<file path="src/verilog/wbuf_pkg.sv">
package wbuf_pkg;

  //////////////////////////////////////////////////////////////////////
  // Widths and sizes
  //////////////////////////////////////////////////////////////////////

  // Data and address width
  localparam int xlen       = 32;

  // Queue entries, power of two
  localparam int wbuf_depth = 8;

  // Fill pointer width
  localparam int wbuf_aw    = 3;

  // Words in the memory section
  localparam int mem_words  = 256;

  //////////////////////////////////////////////////////////////////////
  // Types
  //////////////////////////////////////////////////////////////////////

  // Privilege level, machine mode highest
  typedef enum logic [1:0] {
    prv_u = 2'b00,
    prv_s = 2'b01,
    prv_h = 2'b10,
    prv_m = 2'b11
  } prv_e;

  // One access as it travels through the queue
  typedef struct packed {
    logic [xlen-1:0]   adr;
    logic [xlen-1:0]   d;
    logic [xlen/8-1:0] be;
    logic              we;
    prv_e              prv;
    // Flush request, ordered behind earlier writes
    logic              flush;
  } mem_req_t;

  // Memory section FSM
  typedef enum logic [1:0] {
    dmem_idle,
    dmem_wait,
    dmem_flush
  } dmem_state_e;

endpackage

</file>
<file path="src/verilog/wbuf_fifo.sv">
`timescale 1ns/10ps

module wbuf_fifo (
  input  logic                 clk,
  input  logic                 rstn,
  input  logic                 push,
  input  wbuf_pkg::mem_req_t   push_data,
  input  logic                 pop,
  output wbuf_pkg::mem_req_t   head,
  output logic                 empty,
  output logic                 full
);

  // Entry 0 is the head, entries shift toward it on pop
  wbuf_pkg::mem_req_t               q [wbuf_pkg::wbuf_depth];

  // Next free slot, wraps to 0 when the queue is full
  logic [wbuf_pkg::wbuf_aw-1:0]     wptr;
  logic [wbuf_pkg::wbuf_aw-1:0]     wptr_m1;

  // Slot below the fill pointer, used when push and pop coincide
  assign wptr_m1 = wptr - 1'b1;

  assign head = q[0];

  //////////////////////////////////////////////////////////////////////
  // Storage
  //////////////////////////////////////////////////////////////////////

  always_ff @(posedge clk) begin
    // Shift toward the head
    if (pop) begin
      for (int i = 0; i < wbuf_pkg::wbuf_depth - 1; i++) begin
        q[i] <= q[i+1];
      end
    end
    // New entry lands one lower if the queue shifts as well
    if (push) begin
      if (pop) begin
        q[wptr_m1] <= push_data;
      end else begin
        q[wptr] <= push_data;
      end
    end
  end

  //////////////////////////////////////////////////////////////////////
  // Fill pointer and flags
  //////////////////////////////////////////////////////////////////////

  always_ff @(posedge clk or negedge rstn) begin
    if (!rstn) begin
      wptr  <= '0;
      empty <= 1'b1;
      full  <= 1'b0;
    end else begin
      case ({push, pop})
        2'b10: begin
          wptr  <= wptr + 1'b1;
          empty <= 1'b0;
          // Last free slot taken
          full  <= &wptr;
        end
        2'b01: begin
          wptr  <= wptr_m1;
          full  <= 1'b0;
          // Only one entry was left
          empty <= (wptr == wbuf_pkg::wbuf_aw'(1));
        end
        // Push with pop keeps the level
        default: ;
      endcase
    end
  end

endmodule

</file>
<file path="src/verilog/wbuf.sv">
`timescale 1ns/10ps

module wbuf (
  input  logic                        clk,
  input  logic                        rstn,
  // CPU side
  input  logic                        cpu_valid,
  input  wbuf_pkg::mem_req_t          cpu_req,
  output logic [wbuf_pkg::xlen-1:0]   cpu_q,
  output logic                        cpu_ack,
  // Memory section side
  output logic                        mem_req,
  output wbuf_pkg::mem_req_t          mem_cmd,
  input  logic [wbuf_pkg::xlen-1:0]   mem_q,
  input  logic                        mem_ack
);

  logic                  fifo_push;
  logic                  fifo_pop;
  logic                  fifo_empty;
  logic                  fifo_full;
  wbuf_pkg::mem_req_t    fifo_head;

  // One access at the memory section
  logic                  access_pending;
  // Outstanding access is a write, its memory ack stays here
  logic                  out_we;
  // Write strobe seen last cycle
  logic                  we_ack;
  // Write ack withheld by a full queue
  logic                  ack_held;

  //////////////////////////////////////////////////////////////////////
  // Queue
  //////////////////////////////////////////////////////////////////////

  // Queue the access unless it can go straight out on this ack
  assign fifo_push = access_pending & cpu_valid & ~(fifo_empty & mem_ack);

  // Head retires as it is issued
  assign fifo_pop  = mem_ack & ~fifo_empty;

  wbuf_fifo fifo0 (
    .clk       (clk),
    .rstn      (rstn),
    .push      (fifo_push),
    .push_data (cpu_req),
    .pop       (fifo_pop),
    .head      (fifo_head),
    .empty     (fifo_empty),
    .full      (fifo_full)
  );

  //////////////////////////////////////////////////////////////////////
  // Memory request
  //////////////////////////////////////////////////////////////////////

  // Idle memory takes the CPU access at once
  // Busy memory takes the next one on its ack
  assign mem_req = access_pending ? (mem_ack & (cpu_valid | ~fifo_empty))
                                  : cpu_valid;

  // Head first, bypass when nothing is queued
  assign mem_cmd = fifo_empty ? cpu_req : fifo_head;

  always_ff @(posedge clk or negedge rstn) begin
    if (!rstn) begin
      access_pending <= 1'b0;
      out_we         <= 1'b0;
    end else begin
      access_pending <= mem_req | (access_pending & ~mem_ack);
      if (mem_req) begin
        out_we <= mem_cmd.we;
      end
    end
  end

  //////////////////////////////////////////////////////////////////////
  // CPU acknowledge
  //////////////////////////////////////////////////////////////////////

  always_ff @(posedge clk or negedge rstn) begin
    if (!rstn) begin
      we_ack   <= 1'b0;
      ack_held <= 1'b0;
    end else begin
      we_ack <= cpu_valid & cpu_req.we;
      // Held until a slot frees up
      if (fifo_pop) begin
        ack_held <= 1'b0;
      end else if (we_ack & fifo_full) begin
        ack_held <= 1'b1;
      end
    end
  end

  // Immediate write ack, full queue release, read or flush completion
  assign cpu_ack = (we_ack & ~fifo_full) |
                   (fifo_full & fifo_pop & (we_ack | ack_held)) |
                   (mem_ack & ~out_we);

  // Read data straight from memory, valid with cpu_ack
  assign cpu_q = mem_q;

endmodule

</file>
<file path="config.mk">
export PLATFORM = sky130hd
export DESIGN_NAME = wbuf
export DESIGN_NICKNAME = d
export VERILOG_FILES = /design/src/verilog/wbuf_pkg.sv /design/src/verilog/wbuf_fifo.sv /design/src/verilog/wbuf.sv
export SDC_FILE = /design/constraint.sdc
export NUM_CORES = 1
export LEC_CHECK = 0
export ABC_CLOCK_PERIOD_IN_PS = 12600
export BUFFER_PORTS_ARGS = -buffer_cell sky130_fd_sc_hd__buf_2
export CAP_MARGIN = 0
export CORE_MARGIN = 8
export CORE_UTILIZATION = 56
export DETAILED_ROUTE_END_ITERATION = 10
export GPL_TIMING_DRIVEN = 1
export PLACE_DENSITY = 0.72
export SETUP_SLACK_MARGIN = 0.02
export SLEW_MARGIN = 20
export SYNTH_ARGS = -nofsm -noshare
export SYNTH_HDL_FRONTEND = slang
export SYNTH_SLANG_ARGS = --single-unit
</file>
<file path="constraint.sdc">
create_clock -name clk -period 12.6 [get_ports clk]
set_clock_uncertainty 0.2 [all_clocks]
set_input_delay 1.26 -clock clk [delete_from_list [all_inputs] [get_ports clk]]
set_output_delay 1.26 -clock clk [all_outputs]
set_load 0.02 [all_outputs]
</file>
# == Word level (Yosys, flattened, before mapping) ==
# Memory sizes are Yosys's and may differ from the RTL's.
# Index checks and enable logic that the tools add are counted.
# totals
reg_bits,9
mem_bits_rw,576
inputBits,108
output_inout_bits,106
wordCells,56
memories,1
# op_classes
addsub,2
n_eq_ne,3
muxes,17
bitwise_logic,22
reduce_logical,4
# memory_table
memory,depth,width,read_ports,rd_clocked_by_memory_dff,wr,line_no,rtl
fifo0.q,8,72,8,0,8,wbuf_fifo.sv:15,wbuf_pkg::mem_req_t q [wbuf_pkg::wbuf_depth];
# op_table
cell,count
two-way mux 72 bit,2
OR reduction 72 bit,1
AND 1 bit,12
two-way mux 1 bit,11
one-hot mux 3 bit (2 select lines),1
NOT 1 bit,5
OR 1 bit,5
one-hot mux 1 bit (2 select lines),2
nonzero test 2 bit,2
adder 3 x 1 -> 3 bit (second input constant),1
equality test 3 x 1 -> 1 bit (second input constant),1
two-way mux 3 bit,1
AND reduction 3 bit,1
subtractor 3 x 1 -> 3 bit (second input constant),1
equality test 2 x 1 -> 1 bit (second input constant),1
equality test 2 bit (second input constant),1

# == Logic depth before layout (Yosys ltp) ==
# logic_depth
word_depth,7
depth_mapped,10
depth_no_buf,7

# == Hierarchy ==
# Synthesis repeated with hierarchy kept, for this count alone.
# unflattened
cells_unflattened,3057
area_unflattened_um2,33007.9
# by_module_without_submodules
module,n_inst,cells_per_inst,area_per_inst_um2,seq_area_each_um2
wbuf_fifo,1,2926,31677.9,17423.0
wbuf,1,131,1330.0,100.1

# == Worst setup path before layout ==
# OpenSTA, ideal clock, no wires.
# synth_timing
kind,input to register
start,in mem_ack
end,mem fifo0.q[5][0] in the netlist's numbering (enable)
setup_ns,0.517
t_arrival_ns,5.419
required_ns,11.883
setup_slack_ns,6.465
stages,5
path_buffers,1
path_cell_list,nand2b_1 > clkbuf_1 > ha_1 > o21a_1 > o21bai_1
# synth_rtl
element,line_no,rtl
start: declaration,wbuf.sv:15,input logic mem_ack
end: declaration,wbuf_fifo.sv:15,

==> results.md <==
- DRC: 0
- Root buffer selected by CTS: clkbuf_16
- Endpoints failing hold: 0
- Minimum hold slack: 319 ps
- Starting Density: a little under three fifths
- DR vias/cell: 7.40
- Transition time at the pin with the least slew margin: 1240 ps
- Worst path required time: 12,670 ps
- Final setup viols: 0
- Path class of the lowest-slack min-delay path: reg -> reg
- Buffer depth of the longest clock path: 3
- Pre-antenna DRT Iters: 6
- Fin. max-slew vios: 0
- Family with the most delay on the worst path: simple AND/OR/NAND/NOR gates
- CP max stage delay: 830 ps
- Post-CTS Resized: 0
- Synthesized area: 0.0332 mm^2
- Result of the run: finished, final reports clean
- Arrival time reported for the critical path endpoint: 5470 ps
- Yosys warnings: 0
- Clock Sinks: 585
- Worst-path clk slew: about 60 ps
- Cell count after synthesis: 3,056
- Global-route wire length before repair: 160,000 um
- Maximum level of the CTS H-tree: 3
- Number of antenna-violating nets in the routed design: 0
- Share of synthesized registers carrying an async set or reset: 1.54%
- Count of standard-cell rows: 89
- Syn_area_per_cell: around 11 um^2
- Upper clock frequency limit: between 0.15 and 0.2 GHz
- Overall overflow remaining after global route: 0
- Vias in the first global route: 27,300
- Violation count after the first detailed-routing iteration: 4,389
- Pwr Density: 237 mW/mm^2
- Input/output buffers: 149
- Via count: 27,300
- CP max-delay cell: and3_4
- Total setup buffers inserted after CTS: 0
- Kind of end point of the critical path: flop
- Largest net degree at the start of global routing: between 100 and 150
- Unique cell type count in the Yosys netlist: 46
- LEAKAGE: 11.0 nW
- Unrepaired setup endpoints after global routing: false
- Worst IR Drop VDD: 0.000250 V
- Slew Limit Headroom: roughly 17%
- Dpl hpwl: 51,500 um
- CP max FO: 66
- Path type of the worst setup path: reg -> reg
- Clk Latency, worst-skew pair: 610 ps
- Hold buffer count at cts: 0
- Share of the yosys chip area belonging to registers: 52.8%
- Overall routing resource usage: 29.8%
- Final total negative setup slack: 0 ps
- Floorplan core area: between 0.05 and 0.06 mm^2
- Flop2flop setup slack: 7200 ps
- Sum of buffers and inverters on the critical path: 3
- CTS tree: done
- CTS Buf Count: 66
- Most used flip-flop cell after synthesis: edfxtp_1
- Total wirelength of the detailed-routed design: 104,000 um
- Type of element launching the critical path: flop
- WL/cell: 28.1 um
- # nets final: 2,988
- Number of synthesized flops with an enable pin: 576
- Weighted congestion reported at the end of routability-driven placement: 0.784
- Proportion of layout cells with a drive suffix above 1: 22.2%
- Synth Net Count: 3,173
- Time the final worst path needs with I/O delays and setup: around 5400 ps
- Total power of the final layout: 8.42 mW
- Max Cap Viol: 0
- Critical path, cell by cell: nand2b_4 > clkinv_1 > ha_1 > and3_4 > and2_2 > buf_4 > a211o_4 > buf_16
- Number of diodes: 0
- Number of ports placed on the die boundary: 214
- Number of flip-flops and latches in the synthesized netlist: 585
- Die height: 259 um
- Full die area: about 0.067 mm^2
- Number of antenna violations at the first check in global routing: 1
- Synth-to-Final Area Change: 7.17%
- Horizontal die dimension: 259 um
- Final worst path period share: 42.9%
path summary, 6_finish.rpt:
kind / from / endpoint / cells past startpoint
worst min-delay path: out_we / out_we / 1
max in group asynchronous: rstn / fifo0.empty / 1
worst max register to register: fifo0.empty / fifo0.q[0][37] / 8
worst min register to register: out_we / out_we / 1
min in group asynchronous: rstn / out_we / 1
worst max-delay path: fifo0.empty / fifo0.q[0][37] / 8
power breakdown:
part	internal, mW	switching, mW
clock	1.06	0.788
combinational	0.925	2.32
sequential	3.11	0.216
total	5.09	3.33
state kept, by name, indices dropped and copies added, names as in the netlist:
name            count
we_ack              1
out_we              1
fifo0.full          1
fifo0.wptr          3
fifo0.empty         1
access_pending      1
fifo0.q           576
ack_held            1
cell type report:
type,instances,area [um^2]
inverter,7,28.8
clock inverter,29,174
fill,4632,23200
timing repair buffer,196,1190
sequential,585,17500
clock buffer,83,1820
multi-input combinational,2015,13800
tap,773,967
cells in the final DEF (no fill, tap or decap), drive strengths merged, types with 2 or more instances in the layout:
cell type / Yosys / routed
edfxtp: 576 / 576
nand3: 433 / 433
a21oi: 366 / 366
o31ai: 360 / 360
nor3: 360 / 360
mux2: 289 / 289
buf: 174 / 196
clkbuf: 275 / 83
o21ai: 76 / 76
mux2i: 72 / 72
clkinv: 1 / 27
and2: 10 / 10
ha: 9 / 9
dfrtp: 8 / 8
inv: 6 / 7
a211o: 6 / 6
nand2: 5 / 5
nor2: 3 / 3
or2: 2 / 2
bufinv: 0 / 2
and3b: 2 / 2
xor2: 2 / 2
xnor2: 2 / 2
nand2b: 2 / 2
cell families after synthesis:
kind of cell,after synthesis,share of synthesized area [%]
AND/OR/NAND/NOR,828,13.6
buffers and inverters,456,6.06
flip-flops,585,52.8
AO/OA/AOI/OAI,813,15.1
adder cells (fa/ha/maj),9,0.339
XOR/XNOR,4,0.106
multiplexers,361,12.0
metal layers:
layer | vias to the layer above | routed length [um] | GRT usage (%)
met3 | 344 | 13700 | 7.05
met2 | 2284 | 47500 | 46.3
met5 | - | 13 | 0
met4 | 2 | 4140 | 14.1
met1 | 13200 | 38200 | 39.3
li1 | 11400 | - | -
cell usage after synthesis (6+ instances only):
cell type  count  share of area, %
buf_4         34              0.77
clkbuf_1     275               3.1
dfrtp_1        8              0.60
buf_1         39              0.44
mux2_1        18              0.61
and2_1        10              0.19
nor3_1       300               4.5
nand3_1      433               6.5
mux2_2       271               9.2
buf_6          7              0.24
inv_1          6             0.068
ha_1           9              0.34
o21ai_0       76               1.1
a211o_1        6              0.16
a21oi_1      366               5.5
mux2i_1       72               2.2
edfxtp_1     576                52
buf_2         94               1.4
nor3_2        60               1.8
o31ai_1      360               8.1
stage by stage:
step	instances	util (%)	setup WS [ps]	cell area (um^2)
2_1_floorplan	3056	-	6460	33200
3_3_place_gp	3571	56.8	6710	33400
3_5_place_dp	3571	56.8	6520	33400
4_1_cts	3683	60.2	7140	35400
5_1_grt	3688	60.5	7040	35600
6_report	3688	60.5	7200	35600
Power figures use the tool's default switching activity.
